==> src/source/ssp21_pkg.sv <==
`default_nettype none

package ssp21_pkg;

	///////////////////////////////////////////////////////////////////////
	// SSP-21 message encodings

	// Function code in the first byte of every message
	typedef enum logic [7:0] {
		REQUEST_HANDSHAKE_BEGIN = 8'h00,
		REPLY_HANDSHAKE_BEGIN   = 8'h01,
		REPLY_HANDSHAKE_ERROR   = 8'h02
	} ssp21_function_t;

	// Error codes carried by Reply-Handshake-Error
	typedef enum logic [7:0] {
		BAD_MESSAGE_FORMAT              = 8'h00,
		UNSUPPORTED_HANDSHAKE_EPHEMERAL = 8'h02,
		UNSUPPORTED_HANDSHAKE_HASH      = 8'h03,
		UNSUPPORTED_HANDSHAKE_KDF       = 8'h04,
		UNSUPPORTED_NONCE_MODE          = 8'h06,
		UNSUPPORTED_HANDSHAKE_MODE      = 8'h07
	} ssp21_error_t;

	// Handshake modes, only one is configured at a time
	typedef enum logic [7:0] {
		SHARED_SECRET    = 8'h00,
		QUANTUM_KEY      = 8'h01,
		PRESHARED_PUBLIC = 8'h02
	} ssp21_handshake_mode_t;

	// Ephemeral data sent by the initiator
	typedef enum logic [7:0] {
		X25519 = 8'h00,
		NONCE  = 8'h01
	} ssp21_ephemeral_mode_t;

	// Only accepted value of each crypto spec field
	localparam logic [7:0] SSP21_HASH_SHA256             = 8'h00;
	localparam logic [7:0] SSP21_KDF_HKDF_SHA256         = 8'h00;
	localparam logic [7:0] SSP21_NONCE_INCREMENT_LAST_RX = 8'h00;

	// Ephemeral nonce length in bytes
	localparam logic [7:0] SSP21_NONCE_BYTES = 8'd32;

	///////////////////////////////////////////////////////////////////////
	// UDP socket

	localparam logic [15:0] SSP21_SERVER_PORT = 16'd8888;

	// Reply payload lengths
	localparam logic [15:0] ERROR_REPLY_LEN = 16'd2;
	localparam logic [15:0] ACK_REPLY_LEN   = 16'd4;

	///////////////////////////////////////////////////////////////////////
	// Register map

	localparam logic [3:0] CSR_MODE            = 4'h0;
	localparam logic [3:0] CSR_HANDSHAKE_COUNT = 4'h4;
	localparam logic [3:0] CSR_ERROR_COUNT     = 4'h8;
	localparam logic [3:0] CSR_LAST_ERROR      = 4'hC;

	// AXI response codes
	localparam logic [1:0] AXI_RESP_OKAY   = 2'b00;
	localparam logic [1:0] AXI_RESP_SLVERR = 2'b10;

endpackage

`default_nettype wire

==> src/source/ssp21_rx_parser.sv <==
`timescale 1ns/1ps
`default_nettype none

module ssp21_rx_parser (
	input wire clk,
	input wire rst_n,
	input wire rx_start,
	input wire [31:0] rx_src_ip,
	input wire [15:0] rx_src_port,
	input wire [15:0] rx_dst_port,
	input wire rx_data_valid,
	input wire [31:0] rx_data,
	input wire [2:0] rx_bytes_valid,
	input wire rx_commit,
	input wire rx_drop,
	input wire ssp21_pkg::ssp21_handshake_mode_t cfg_mode,
	input wire reply_done,
	output logic reply_error_req,
	output logic reply_ack_req,
	output ssp21_pkg::ssp21_error_t reply_error_id,
	output ssp21_pkg::ssp21_ephemeral_mode_t reply_ephemeral,
	output logic [15:0] reply_max_nonce,
	output logic [31:0] reply_ip,
	output logic [15:0] reply_port
);

	typedef enum logic [2:0] {
		RX_IDLE, RX_FIRST, RX_SPEC, RX_CONSTRAINTS,
		RX_MODE, RX_NONCE, RX_WAIT_COMMIT, RX_REJECT
	} rx_state_t;

	rx_state_t state, state_nx;

	// Decision of the current cycle
	logic err_hit;
	logic ack_hit;
	ssp21_pkg::ssp21_error_t err_code;

	// Reply slot bookkeeping
	logic reply_busy;
	logic busy_now;
	logic issue;

	// Fields captured along the frame
	logic start_ok;
	logic [31:0] src_ip;
	logic [15:0] src_port;
	ssp21_pkg::ssp21_ephemeral_mode_t ephemeral;
	logic [15:0] max_nonce;
	logic [7:0] nonce_count;
	logic [7:0] nonce_sum;

	// New frame for our port, also allowed while flushing a rejected one
	assign start_ok = rx_start && (rx_dst_port == ssp21_pkg::SSP21_SERVER_PORT) &&
		(state == RX_IDLE || state == RX_REJECT);

	// Slot frees up in the same cycle the responder commits
	assign busy_now = reply_busy && !reply_done;
	assign issue = (err_hit || ack_hit) && !busy_now;

	assign nonce_sum = nonce_count + {5'd0, rx_bytes_valid};

	///////////////////////////////////////////////////////////////////////
	// Next state and reply decision

	always_comb begin
		state_nx = state;
		err_hit = 1'b0;
		ack_hit = 1'b0;
		err_code = ssp21_pkg::BAD_MESSAGE_FORMAT;
		case (state)
			RX_IDLE, RX_REJECT: begin
				if (start_ok)
					state_nx = RX_FIRST;
				// Rest of a rejected frame is swallowed
				else if (state == RX_REJECT && (rx_commit || rx_drop))
					state_nx = RX_IDLE;
			end
			RX_WAIT_COMMIT: begin
				// Trailing words are ignored here
				if (rx_drop) begin
					err_hit = 1'b1;
					state_nx = RX_IDLE;
				end else if (rx_commit) begin
					ack_hit = 1'b1;
					state_nx = RX_IDLE;
				end
			end
			default: begin
				// Frame ended early or failed its checksum
				if (rx_drop || rx_commit) begin
					err_hit = 1'b1;
					state_nx = RX_IDLE;
				end else if (rx_data_valid) begin
					// Header words must be full
					if (state != RX_NONCE && rx_bytes_valid != 3'd4) begin
						err_hit = 1'b1;
					end else begin
						case (state)
							RX_FIRST: begin
								if (rx_data[31:24] != ssp21_pkg::REQUEST_HANDSHAKE_BEGIN)
									err_hit = 1'b1;
								else
									state_nx = RX_SPEC;
							end
							// Hash, KDF, nonce mode, session mode
							RX_SPEC: begin
								err_hit = 1'b1;
								if (rx_data[31:24] != ssp21_pkg::SSP21_HASH_SHA256)
									err_code = ssp21_pkg::UNSUPPORTED_HANDSHAKE_HASH;
								else if (rx_data[23:16] != ssp21_pkg::SSP21_KDF_HKDF_SHA256)
									err_code = ssp21_pkg::UNSUPPORTED_HANDSHAKE_KDF;
								else if (rx_data[15:8] != ssp21_pkg::SSP21_NONCE_INCREMENT_LAST_RX)
									err_code = ssp21_pkg::UNSUPPORTED_NONCE_MODE;
								else begin
									err_hit = 1'b0;
									state_nx = RX_CONSTRAINTS;
								end
							end
							// Max nonce and upper session duration, nothing to check
							RX_CONSTRAINTS: state_nx = RX_MODE;
							// Lower session duration, handshake mode, ephemeral length
							RX_MODE: begin
								err_hit = 1'b1;
								if (rx_data[15:8] != cfg_mode)
									err_code = ssp21_pkg::UNSUPPORTED_HANDSHAKE_MODE;
								else if (ephemeral != ssp21_pkg::NONCE)
									err_code = ssp21_pkg::UNSUPPORTED_HANDSHAKE_EPHEMERAL;
								else if (rx_data[7:0] != ssp21_pkg::SSP21_NONCE_BYTES)
									err_code = ssp21_pkg::BAD_MESSAGE_FORMAT;
								else begin
									err_hit = 1'b0;
									state_nx = RX_NONCE;
								end
							end
							// Nonce may arrive in partial words
							RX_NONCE: begin
								if (nonce_sum >= ssp21_pkg::SSP21_NONCE_BYTES)
									state_nx = RX_WAIT_COMMIT;
							end
							default: state_nx = RX_IDLE;
						endcase
					end
					if (err_hit)
						state_nx = RX_REJECT;
				end
			end
		endcase
	end

	///////////////////////////////////////////////////////////////////////
	// Control registers

	always_ff @(posedge clk or negedge rst_n) begin
		if (!rst_n) begin
			state <= RX_IDLE;
			reply_error_req <= 1'b0;
			reply_ack_req <= 1'b0;
			reply_busy <= 1'b0;
			nonce_count <= 8'd0;
		end else begin
			state <= state_nx;
			// Overlapping replies are dropped without notice
			reply_error_req <= err_hit && !busy_now;
			reply_ack_req <= ack_hit && !busy_now;
			if (issue)
				reply_busy <= 1'b1;
			else if (reply_done)
				reply_busy <= 1'b0;
			if (state != RX_NONCE)
				nonce_count <= 8'd0;
			else if (rx_data_valid)
				nonce_count <= nonce_sum;
		end
	end

	// Captured fields and the reply hand-off
	always_ff @(posedge clk) begin
		if (start_ok) begin
			src_ip <= rx_src_ip;
			src_port <= rx_src_port;
		end
		if (state == RX_FIRST && rx_data_valid)
			ephemeral <= ssp21_pkg::ssp21_ephemeral_mode_t'(rx_data[7:0]);
		if (state == RX_CONSTRAINTS && rx_data_valid)
			max_nonce <= rx_data[31:16];
		if (issue) begin
			reply_error_id <= err_code;
			reply_ephemeral <= ephemeral;
			reply_max_nonce <= max_nonce;
			reply_ip <= src_ip;
			reply_port <= src_port;
		end
	end

endmodule

`default_nettype wire

==> src/source/ssp21_tx_responder.sv <==
`timescale 1ns/1ps
`default_nettype none

module ssp21_tx_responder (
	input wire clk,
	input wire rst_n,
	input wire reply_error_req,
	input wire reply_ack_req,
	input wire ssp21_pkg::ssp21_error_t reply_error_id,
	input wire ssp21_pkg::ssp21_ephemeral_mode_t reply_ephemeral,
	input wire [15:0] reply_max_nonce,
	input wire [31:0] reply_ip,
	input wire [15:0] reply_port,
	output logic tx_start,
	output logic [31:0] tx_dst_ip,
	output logic [15:0] tx_dst_port,
	output logic [15:0] tx_src_port,
	output logic [15:0] tx_payload_len,
	output logic tx_data_valid,
	output logic [31:0] tx_data,
	output logic [2:0] tx_bytes_valid,
	output logic tx_commit,
	output logic tx_drop,
	output logic reply_done,
	output logic sent_ack,
	output logic sent_error,
	output ssp21_pkg::ssp21_error_t sent_error_id
);

	typedef enum logic [1:0] {
		TX_IDLE, TX_HEADER, TX_DATA, TX_COMMIT
	} tx_state_t;

	tx_state_t state;

	// Reply being sent
	logic accept;
	logic is_ack;
	ssp21_pkg::ssp21_error_t err_id;
	ssp21_pkg::ssp21_ephemeral_mode_t ephemeral;
	logic [15:0] max_nonce;

	// Error request wins if both ever show up together
	assign accept = (state == TX_IDLE) && (reply_error_req || reply_ack_req);

	// Replies always come from the server port
	assign tx_src_port = ssp21_pkg::SSP21_SERVER_PORT;

	// Every reply is complete, so a frame is never abandoned
	assign tx_drop = 1'b0;

	assign sent_error_id = err_id;

	///////////////////////////////////////////////////////////////////////
	// Frame sequencing

	always_ff @(posedge clk or negedge rst_n) begin
		if (!rst_n) begin
			state <= TX_IDLE;
			tx_start <= 1'b0;
			tx_data_valid <= 1'b0;
			tx_commit <= 1'b0;
			reply_done <= 1'b0;
			sent_ack <= 1'b0;
			sent_error <= 1'b0;
		end else begin
			// All stream strobes are single-cycle
			tx_start <= 1'b0;
			tx_data_valid <= 1'b0;
			tx_commit <= 1'b0;
			reply_done <= 1'b0;
			sent_ack <= 1'b0;
			sent_error <= 1'b0;
			case (state)
				TX_IDLE: begin
					if (accept)
						state <= TX_HEADER;
				end
				TX_HEADER: begin
					tx_start <= 1'b1;
					state <= TX_DATA;
				end
				// Whole payload fits in one beat
				TX_DATA: begin
					tx_data_valid <= 1'b1;
					state <= TX_COMMIT;
				end
				TX_COMMIT: begin
					tx_commit <= 1'b1;
					reply_done <= 1'b1;
					sent_ack <= is_ack;
					sent_error <= !is_ack;
					state <= TX_IDLE;
				end
				default: state <= TX_IDLE;
			endcase
		end
	end

	///////////////////////////////////////////////////////////////////////
	// Header and payload

	always_ff @(posedge clk) begin
		if (accept) begin
			is_ack <= !reply_error_req;
			err_id <= reply_error_id;
			ephemeral <= reply_ephemeral;
			max_nonce <= reply_max_nonce;
			// Send back to the requester
			tx_dst_ip <= reply_ip;
			tx_dst_port <= reply_port;
			tx_payload_len <= reply_error_req ? ssp21_pkg::ERROR_REPLY_LEN :
				ssp21_pkg::ACK_REPLY_LEN;
		end
		if (state == TX_DATA) begin
			if (is_ack) begin
				tx_data <= {ssp21_pkg::REPLY_HANDSHAKE_BEGIN, ephemeral, max_nonce};
				tx_bytes_valid <= 3'd4;
			end else begin
				tx_data <= {ssp21_pkg::REPLY_HANDSHAKE_ERROR, err_id, 16'h0000};
				tx_bytes_valid <= 3'd2;
			end
		end
	end

endmodule

`default_nettype wire

==> src/source/ssp21_csr.sv <==
`timescale 1ns/1ps
`default_nettype none

module ssp21_csr (
	input wire clk,
	input wire rst_n,
	input wire [3:0] s_axil_awaddr,
	input wire s_axil_awvalid,
	output logic s_axil_awready,
	input wire [31:0] s_axil_wdata,
	input wire [3:0] s_axil_wstrb,
	input wire s_axil_wvalid,
	output logic s_axil_wready,
	output logic [1:0] s_axil_bresp,
	output logic s_axil_bvalid,
	input wire s_axil_bready,
	input wire [3:0] s_axil_araddr,
	input wire s_axil_arvalid,
	output logic s_axil_arready,
	output logic [31:0] s_axil_rdata,
	output logic [1:0] s_axil_rresp,
	output logic s_axil_rvalid,
	input wire s_axil_rready,
	input wire sent_ack,
	input wire sent_error,
	input wire ssp21_pkg::ssp21_error_t sent_error_id,
	output ssp21_pkg::ssp21_handshake_mode_t cfg_mode
);

	// Write address and data held until both are in
	logic aw_full;
	logic w_full;
	logic [3:0] aw_addr;
	logic [31:0] w_data;
	logic [3:0] w_strb;
	logic wr_go;

	// Status registers
	logic [31:0] handshake_count;
	logic [31:0] error_count;
	ssp21_pkg::ssp21_error_t last_error;

	// Read mux
	logic [31:0] rd_data;

	assign wr_go = aw_full && w_full && !s_axil_bvalid;

	always_comb begin
		case (s_axil_araddr)
			ssp21_pkg::CSR_MODE: rd_data = {24'd0, cfg_mode};
			ssp21_pkg::CSR_HANDSHAKE_COUNT: rd_data = handshake_count;
			ssp21_pkg::CSR_ERROR_COUNT: rd_data = error_count;
			ssp21_pkg::CSR_LAST_ERROR: rd_data = {24'd0, last_error};
			default: rd_data = 32'd0;
		endcase
	end

	///////////////////////////////////////////////////////////////////////
	// AXI4-Lite handshakes and registers

	always_ff @(posedge clk or negedge rst_n) begin
		if (!rst_n) begin
			s_axil_awready <= 1'b0;
			s_axil_wready <= 1'b0;
			s_axil_bvalid <= 1'b0;
			s_axil_bresp <= ssp21_pkg::AXI_RESP_OKAY;
			s_axil_arready <= 1'b0;
			s_axil_rvalid <= 1'b0;
			s_axil_rresp <= ssp21_pkg::AXI_RESP_OKAY;
			aw_full <= 1'b0;
			w_full <= 1'b0;
			cfg_mode <= ssp21_pkg::SHARED_SECRET;
			handshake_count <= 32'd0;
			error_count <= 32'd0;
			last_error <= ssp21_pkg::BAD_MESSAGE_FORMAT;
		end else begin
			// Ready pulses for one cycle per accepted beat
			s_axil_awready <= !s_axil_awready && s_axil_awvalid && !aw_full;
			s_axil_wready <= !s_axil_wready && s_axil_wvalid && !w_full;
			if (s_axil_awvalid && s_axil_awready)
				aw_full <= 1'b1;
			if (s_axil_wvalid && s_axil_wready)
				w_full <= 1'b1;
			if (s_axil_bvalid && s_axil_bready)
				s_axil_bvalid <= 1'b0;
			// Only MODE is writable, others answer OKAY and keep their value
			if (wr_go) begin
				aw_full <= 1'b0;
				w_full <= 1'b0;
				s_axil_bvalid <= 1'b1;
				s_axil_bresp <= (aw_addr[1:0] == 2'b00) ? ssp21_pkg::AXI_RESP_OKAY :
					ssp21_pkg::AXI_RESP_SLVERR;
				if (aw_addr == ssp21_pkg::CSR_MODE && w_strb[0])
					cfg_mode <= ssp21_pkg::ssp21_handshake_mode_t'(w_data[7:0]);
			end
			s_axil_arready <= !s_axil_arready && s_axil_arvalid && !s_axil_rvalid;
			if (s_axil_arvalid && s_axil_arready) begin
				s_axil_rvalid <= 1'b1;
				s_axil_rresp <= (s_axil_araddr[1:0] == 2'b00) ? ssp21_pkg::AXI_RESP_OKAY :
					ssp21_pkg::AXI_RESP_SLVERR;
			end else if (s_axil_rvalid && s_axil_rready) begin
				s_axil_rvalid <= 1'b0;
			end
			// Reply tallies, wrap on overflow
			if (sent_ack)
				handshake_count <= handshake_count + 32'd1;
			if (sent_error) begin
				error_count <= error_count + 32'd1;
				last_error <= sent_error_id;
			end
		end
	end

	// Captured write beat and read data
	always_ff @(posedge clk) begin
		if (s_axil_awvalid && s_axil_awready)
			aw_addr <= s_axil_awaddr;
		if (s_axil_wvalid && s_axil_wready) begin
			w_data <= s_axil_wdata;
			w_strb <= s_axil_wstrb;
		end
		if (s_axil_arvalid && s_axil_arready)
			s_axil_rdata <= rd_data;
	end

endmodule

`default_nettype wire

==> src/source/ssp21_udp_server.sv <==
`timescale 1ns/1ps
`default_nettype none

module ssp21_udp_server (
	input wire clk,
	input wire rst_n,
	// UDP receive stream
	input wire rx_start,
	input wire [31:0] rx_src_ip,
	input wire [15:0] rx_src_port,
	input wire [15:0] rx_dst_port,
	input wire rx_data_valid,
	input wire [31:0] rx_data,
	input wire [2:0] rx_bytes_valid,
	input wire rx_commit,
	input wire rx_drop,
	// UDP transmit stream
	output wire tx_start,
	output wire [31:0] tx_dst_ip,
	output wire [15:0] tx_dst_port,
	output wire [15:0] tx_src_port,
	output wire [15:0] tx_payload_len,
	output wire tx_data_valid,
	output wire [31:0] tx_data,
	output wire [2:0] tx_bytes_valid,
	output wire tx_commit,
	output wire tx_drop,
	// Register port
	input wire [3:0] s_axil_awaddr,
	input wire s_axil_awvalid,
	output wire s_axil_awready,
	input wire [31:0] s_axil_wdata,
	input wire [3:0] s_axil_wstrb,
	input wire s_axil_wvalid,
	output wire s_axil_wready,
	output wire [1:0] s_axil_bresp,
	output wire s_axil_bvalid,
	input wire s_axil_bready,
	input wire [3:0] s_axil_araddr,
	input wire s_axil_arvalid,
	output wire s_axil_arready,
	output wire [31:0] s_axil_rdata,
	output wire [1:0] s_axil_rresp,
	output wire s_axil_rvalid,
	input wire s_axil_rready
);

	// Parser to responder
	wire reply_error_req;
	wire reply_ack_req;
	wire ssp21_pkg::ssp21_error_t reply_error_id;
	wire ssp21_pkg::ssp21_ephemeral_mode_t reply_ephemeral;
	wire [15:0] reply_max_nonce;
	wire [31:0] reply_ip;
	wire [15:0] reply_port;
	wire reply_done;

	// Responder to registers, registers to parser
	wire sent_ack;
	wire sent_error;
	wire ssp21_pkg::ssp21_error_t sent_error_id;
	wire ssp21_pkg::ssp21_handshake_mode_t cfg_mode;

	ssp21_rx_parser u_rx_parser (.*);

	ssp21_tx_responder u_tx_responder (.*);

	ssp21_csr u_csr (.*);

endmodule

`default_nettype wire

==> config.mk <==
export PLATFORM = sky130hd
export DESIGN_NAME = ssp21_udp_server
export DESIGN_NICKNAME = d
export VERILOG_FILES = /design/src/source/ssp21_pkg.sv /design/src/source/ssp21_rx_parser.sv /design/src/source/ssp21_tx_responder.sv /design/src/source/ssp21_csr.sv /design/src/source/ssp21_udp_server.sv
export SDC_FILE = /design/constraint.sdc
export NUM_CORES = 1
export LEC_CHECK = 0
export BUFFER_PORTS_ARGS = -buffer_cell sky130_fd_sc_hd__buf_2
export CELL_PAD_IN_SITES_DETAIL_PLACEMENT = 0
export CELL_PAD_IN_SITES_GLOBAL_PLACEMENT = 1
export CORE_ASPECT_RATIO = 2
export CORE_MARGIN = 2
export CORE_UTILIZATION = 44
export DETAILED_ROUTE_END_ITERATION = 10
export GPL_ROUTABILITY_DRIVEN = 0
export PLACE_DENSITY = 0.85
export SYNTH_ARGS = -nofsm -noshare
export SYNTH_HDL_FRONTEND = slang
export SYNTH_HIERARCHICAL = 1
export SYNTH_SLANG_ARGS = --single-unit
export TNS_END_PERCENT = 30
==> constraint.sdc <==
create_clock -name clk -period 28.1 [get_ports clk]
set_input_delay 2.81 -clock clk [delete_from_list [all_inputs] [get_ports clk]]
set_output_delay 2.81 -clock clk [all_outputs]
set_load 0.1 [all_outputs]
==> results.yml, run 1 <==
status:
  status: "finished, final reports clean"
cts:
  cts_tree: "yes"
  cts_buffer_depth: 3
  post_cts_buffers: 0
  cts_resized: 0
  root_buffer: "clkbuf_16"
  cts_made_buffers: 36
  htreeDepth: 2
  clk_pin_slew_worst_paths_ns: 0.06
  cts_hold_buf: 0
  clkLatencyLatePin_ns: 0.53
  clock-sinks: 410
critical_path:
  critPathRequiredTime_ns: 28.25
  path_class: "input pin to register"
  path_max_fanout: 75
  worstSetupEndpointType: "register"
  crit_path_start_kind: "input pin"
  cp.arrival_ns: 5.14
synth:
  seq_area_frac_synth_pct: 74.9
  synth_edf_count: 300
  synth-async-reset-ratio_pct: 26.8
  synth_cells: 960
  synth_top_area_share_pct: 57.4
  synth_cell_types: 70
  netlist_top_cells_area: "edfxtp_1 (57%), dfrtp_1 (18%), buf_4 (2.3%)"
  syn_area_per_cell_um2: 16.3
  ys.flop_type: "edfxtp_1"
  yosysWarnings: 6
  syn_area_um2: 15700
  synth_common_cells: "edfxtp_1 (300), dfrtp_1 (110), nor2_1 (64), buf_4 (49), xnor2_1 (40)"
  synth_area_leader_cell: "edfxtp_1"
  yosysMostFrequentCell: "edfxtp_1"
  synth-seq-cells: 410
global_routing:
  grt_pass1_wl_mm: 46.8
  antenna_found_initial: 0
  overflow: 0
  grt_usage_pct: 16.5
  grt_pass1_vias: 8841
  grt_max_degree: 83
routing:
  drt_iter0_drc: 441
  ant_nets: 0
  wirelength_mm: 30.4
  via_per_inst: 5.04
  avgRoutedWirePerCell_um: 18.0
  vias: 8507
  drcViolationCount: 0
  dr.pass1.iters: 4
power:
  peakVddDrop_mv: 0.0643
  powerDensity_nw_per_um2: 69.3
  p_int_mw: 0.963
  p_comb_share_pct: 8.9
  p_sw_share_pct: 24.4
  seq_power_share_pct: 52.9
  p_leak_nw: 7.27
  switchingPower_mw: 0.310
  clock_power_share_pct: 38.1
place:
  portBuffers: 246
  placed_area_um2: 17200
  dp_hpwl_mm: 22.0
sta:
  grt_setup_unrepaired: "false"
  fin_tns_setup_ns: 0
  fin_crit_sh_pct: 17.7
  skew_ns: 0.0180
  worst_pin_slew_ns: 1.20
  setup_viol: 0
  fin_crit_ns: 4.99
  max_freq_mhz: 201
  max_slew_margin_pct: 18.8
  hold_viol: 0
  slew_violations: 0
floorplanning:
  initial_core_util_pct: 44.7
  fp.dieW_um: 138
  coreArea_um2: 35100
  pin_count: 314
  die-height_um: 271
  die_area_um2: 37300
  rows: 97
finish:
  n_antenna_cell: 0
  drive_gt1_share_pct: 29.5
  final_area_um2: 18400
  num-nets-final: 1384
  fillers: 2851
  final_util_pct: 52.4
  syn2layout_area_growth_pct: 17.0
hold_path:
  hold_path_class: "register to register"
job:
  max-cap-violations: 0
-- final cells by class --
type | count | area [um^2] | share of cell area, %
clock buffer | 49 | 991 | 5.40
clock inverter | 16 | 163 | 0.886
inverter | 15 | 56.3 | 0.307
multi-input combinational | 499 | 3540 | 19.3
sequential | 410 | 11800 | 64.0
tap | 445 | 557 | 3.03
timing repair buffer | 255 | 1300 | 7.09
-- flip-flops by register name, summed over array words and instances, names as in the netlist, 25 cells and up --
signal and flops:
u_csr/error_count 32, u_csr/handshake_count 32, u_csr/s_axil_rdata 32, u_rx_parser/reply_ip 32
u_rx_parser/src_ip 32, u_tx_responder/tx_data 25, u_tx_responder/tx_dst_ip 32
-- power groups by stage --
stage	combinational, mW	clock (mW)	sequential, mW
global route	0.121	0.519	0.675
global placement	0.112	0	0.686
floorplan	0.0629	0	0.713
finish	0.113	0.485	0.674
CTS	0.114	0.500	0.674
detailed placement	0.114	0	0.686
-- through the flow --
step	setup slack [ns]	total power, mW	hold slack (ns)	std cells
floorplan	16.75	0.776	0.400	1001
global placement	22.63	0.797	0.400	1624
detailed placement	22.56	0.800	0.405	1624
CTS	23.12	1.29	0.414	1689
global route	22.81	1.31	0.417	1689
finish	23.11	1.27	0.416	1689
-- cells in the final DEF, fill, tap and decap left out, types with 4 or more instances in the layout --
cell,n
a22oi_1,24
nor2_1,64
a21oi_1,10
dfrtp_1,110
clkbuf_16,37
nor4_2,4
mux2_2,27
mux2i_1,6
and2_1,21
or4_1,5
nor2b_1,9
clkinv_1,5
nor3b_1,4
ha_1,12
nor4_1,11
nand4_1,25
nor3_1,14
xnor2_1,40
clkinv_2,4
mux4_2,7
and3_1,7
inv_1,14
nand3_1,26
edfxtp_1,300
clkbuf_1,10
conb_1,45
xor2_1,37
nand2_1,37
buf_4,10
buf_2,245
and4_1,6
-- worst max-delay path, stage by stage --
cell	delay, ns
buf_2	0.11
xor2_1	0.13
nor4_1	0.79
a31oi_1	0.21
nor3b_2	0.34
o21a_1	0.22
nor4_2	0.06
buf_4	0.40
-- kinds of logic (layout without fill, tap and decap cells) --
family                     count (synthesis)  in the layout  synth area share (%)
AOI/OAI and AO/OA                         62             62                  3.02
xor gates and xnor gates                  77             77                  4.30
adders and majority gates                 13             13                  1.08
buffers and inverters                     92            335                  3.66
DFF                                      410            410                  74.9
muxes                                     42             42                  3.59
other                                      4             45                0.0956
and+or+nand+nor                          260            260                  9.31
-- layer usage --
layer	GRT usage, %	part of all wire (%)	up-vias
met5	0	0	-
met4	8.52	4.9	0
met2	31.0	56	306
li1	-	-	3970
met3	4.40	7.4	80
met1	15.9	32	4151
-- worst paths after layout --
kind | start | slack (ns) | to | cells after the start
worst max-delay path | rx_data[15] | 23.11 | u_rx_parser/reply_max_nonce[14] | 8
worst min-delay path | u_rx_parser/reply_port[15] | 0.42 | u_tx_responder/tx_dst_port[15] | 0
worst max register to register | u_csr/cfg_mode[7] | 25.00 | u_rx_parser/reply_max_nonce[14] | 7
worst min register to register | u_rx_parser/reply_port[15] | 0.42 | u_tx_responder/tx_dst_port[15] | 0
max in group asynchronous | rst_n | 24.49 | u_rx_parser/reply_ack_req | 2
min in group asynchronous | rst_n | 2.27 | u_csr/handshake_count[17] | 1
Power figures use the tool's default switching activity.
==> run 2: changes to the inputs <==
--- a/config.mk
+++ b/config.mk
@@ -10,10 +10,10 @@
 export CELL_PAD_IN_SITES_GLOBAL_PLACEMENT = 1
 export CORE_ASPECT_RATIO = 2
 export CORE_MARGIN = 2
-export CORE_UTILIZATION = 44
+export CORE_UTILIZATION = 41
 export DETAILED_ROUTE_END_ITERATION = 10
 export GPL_ROUTABILITY_DRIVEN = 0
-export PLACE_DENSITY = 0.85
+export PLACE_DENSITY = 0.84
 export SYNTH_ARGS = -nofsm -noshare
 export SYNTH_HDL_FRONTEND = slang
 export SYNTH_HIERARCHICAL = 1
==> constraint.sdc (replaced) <==
create_clock -name clk -period 4.1 [get_ports clk]
set_input_delay 0.41 -clock clk [delete_from_list [all_inputs] [get_ports clk]]
set_output_delay 0.41 -clock clk [all_outputs]
set_load 0.1 [all_outputs]
==> results.yml, run 2 (synthesis gave the netlist of run 1 again) <==
sta:
  max_slew_margin_pct: 20.8
  fin_crit_sh_pct: 71.5
  worst_pin_slew_ns: 1.18
  max_freq_mhz: 341
  skew_ns: 0.0211
  hold_viol: 0
  slew_violations: 0
  fin_tns_setup_ns: 0
  setup_viol: 0
  grt_setup_unrepaired: "false"
  fin_crit_ns: 2.93
routing:
  avgRoutedWirePerCell_um: 18.0
  drt_iter0_drc: 414
  ant_nets: 0
  vias: 8533
  via_per_inst: 4.99
  drcViolationCount: 0
  wirelength_mm: 30.7
  dr.pass1.iters: 7
floorplanning:
  pin_count: 314
  coreArea_um2: 37900
  rows: 101
  fp.dieW_um: 142
  die_area_um2: 40000
  initial_core_util_pct: 41.4
  die-height_um: 281
critical_path:
  path_max_fanout: 75
  r2r_end: "u_rx_parser/reply_max_nonce[1]"
  critPathRequiredTime_ns: 4.24
  slowest_stage: "nor4_1"
  r2r_start: "u_csr/cfg_mode[7]"
  rrSetupSlack_ns: 1.17
  worstSetupEndpointType: "register"
  cp.arrival_ns: 3.07
  reg2reg_depth: 7
  slowest_delay_ns: 0.66
  crit_family: "simple AND/OR/NAND/NOR gates"
  path_buf_inv: 1
  path_cells: "xor2_1 > nor4_1 > a31oi_1 > nor3b_2 > o21a_1 > nor4_4 > buf_4"
  path_class: "register to register"
  crit_path_start_kind: "register"
cts:
  htreeDepth: 2
  clkLatencyLatePin_ns: 0.53
  cts_tree: "yes"
  post_cts_buffers: 0
  cts_made_buffers: 37
  cts_hold_buf: 0
  clock-sinks: 410
  clk_pin_slew_worst_paths_ns: 0.06
  cts_resized: 0
  cts_buffer_depth: 3
  root_buffer: "clkbuf_16"
power:
  powerDensity_nw_per_um2: 471
  p_leak_nw: 7.27
  peakVddDrop_mv: 0.494
  finalPower_mw: 8.67
finish:
  mostFrequentLayoutCells: "edfxtp_1 (300), buf_2 (245), dfrtp_1 (110)"
  syn2layout_area_growth_pct: 17.2
  instances_no_fill: 1710
  drive_gt1_share_pct: 29.8
  layout_commonest_cell: "edfxtp_1"
  num-nets-final: 1387
  final_area_um2: 18400
global_routing:
  grt_pass1_vias: 8725
  grt_pass1_wl_mm: 46.6
  grt_usage_pct: 15.3
  overflow: 0
  antenna_found_initial: 1
  grt_max_degree: 76
place:
  dp_hpwl_mm: 22.7
  portBuffers: 246
  placed_area_um2: 17300
  placedCellCount: 1644
status:
  status: "finished, final reports clean"
job:
  max-cap-violations: 0
hold_path:
  hold_path_class: "input pin to asynchronous set/reset pin"
## run 2: stage by stage
| step | worst slack (ns) | hold slack, ns | utilization, % |
|---|---|---|---|
| 6_report | 1.17 | 0.00646 | 48.5 |
| 5_1_grt | 1.04 | 0.0321 | 48.5 |
| 4_1_cts | 1.22 | 0.0285 | 48.5 |
| 3_5_place_dp | 1.13 | 0.405 | 45.5 |
| 3_3_place_gp | 1.14 | 0.400 | 45.5 |
| 2_1_floorplan | 0.0168 | 0.114 | - |
## run 2: how the worst max path moves through the flow
stage	from	endpoint	cells past startpoint
floorplan	u_rx_parser/state[0]	u_rx_parser/reply_ephemeral[0]	7
global placement	rx_data[25]	u_rx_parser/reply_ip[22]	8
detailed placement	rx_data[25]	u_rx_parser/reply_ip[30]	8
CTS	u_rx_parser/state[2]	u_rx_parser/reply_ip[30]	7
global route	u_rx_parser/state[2]	u_rx_parser/reply_ip[30]	7
finish	u_csr/cfg_mode[7]	u_rx_parser/reply_max_nonce[1]	7
## run 2: area by class of cell
class | count | area (um^2)
sequential | 410 | 11800
timing repair buffer | 257 | 1320
fill | 3246 | 19500
tap | 463 | 579
antenna | 1 | 2.50
clock buffer | 46 | 970
clock inverter | 19 | 164
multi-input combinational | 499 | 3540
inverter | 15 | 56.3
## run 2: worst register-to-register path: stages (launching register included)
cell	delay (ns)
dfrtp_1	0.43
xor2_1	0.18
nor4_1	0.66
a31oi_1	0.21
nor3b_2	0.29
o21a_1	0.24
nor4_4	0.05
buf_4	0.40
## run 2: power breakdown
| part | total, mW | internal, mW | switching [mW] |
|---|---|---|---|
| Sequential | 4.62 | 4.53 | 0.0914 |
| Clock | 3.27 | 1.82 | 1.45 |
| Combinational | 0.781 | 0.175 | 0.606 |
## run 2: per-layer routing
| layer | wire [um] | vias to the layer above | track usage (%) |
|---|---|---|---|
| li1 | - | 3982 | - |
| met1 | 10500 | 4159 | 15.7 |
| met2 | 16900 | 332 | 28.8 |
| met3 | 2250 | 60 | 4.21 |
| met4 | 1130 | 0 | 6.45 |
| met5 | 0 | - | 0 |
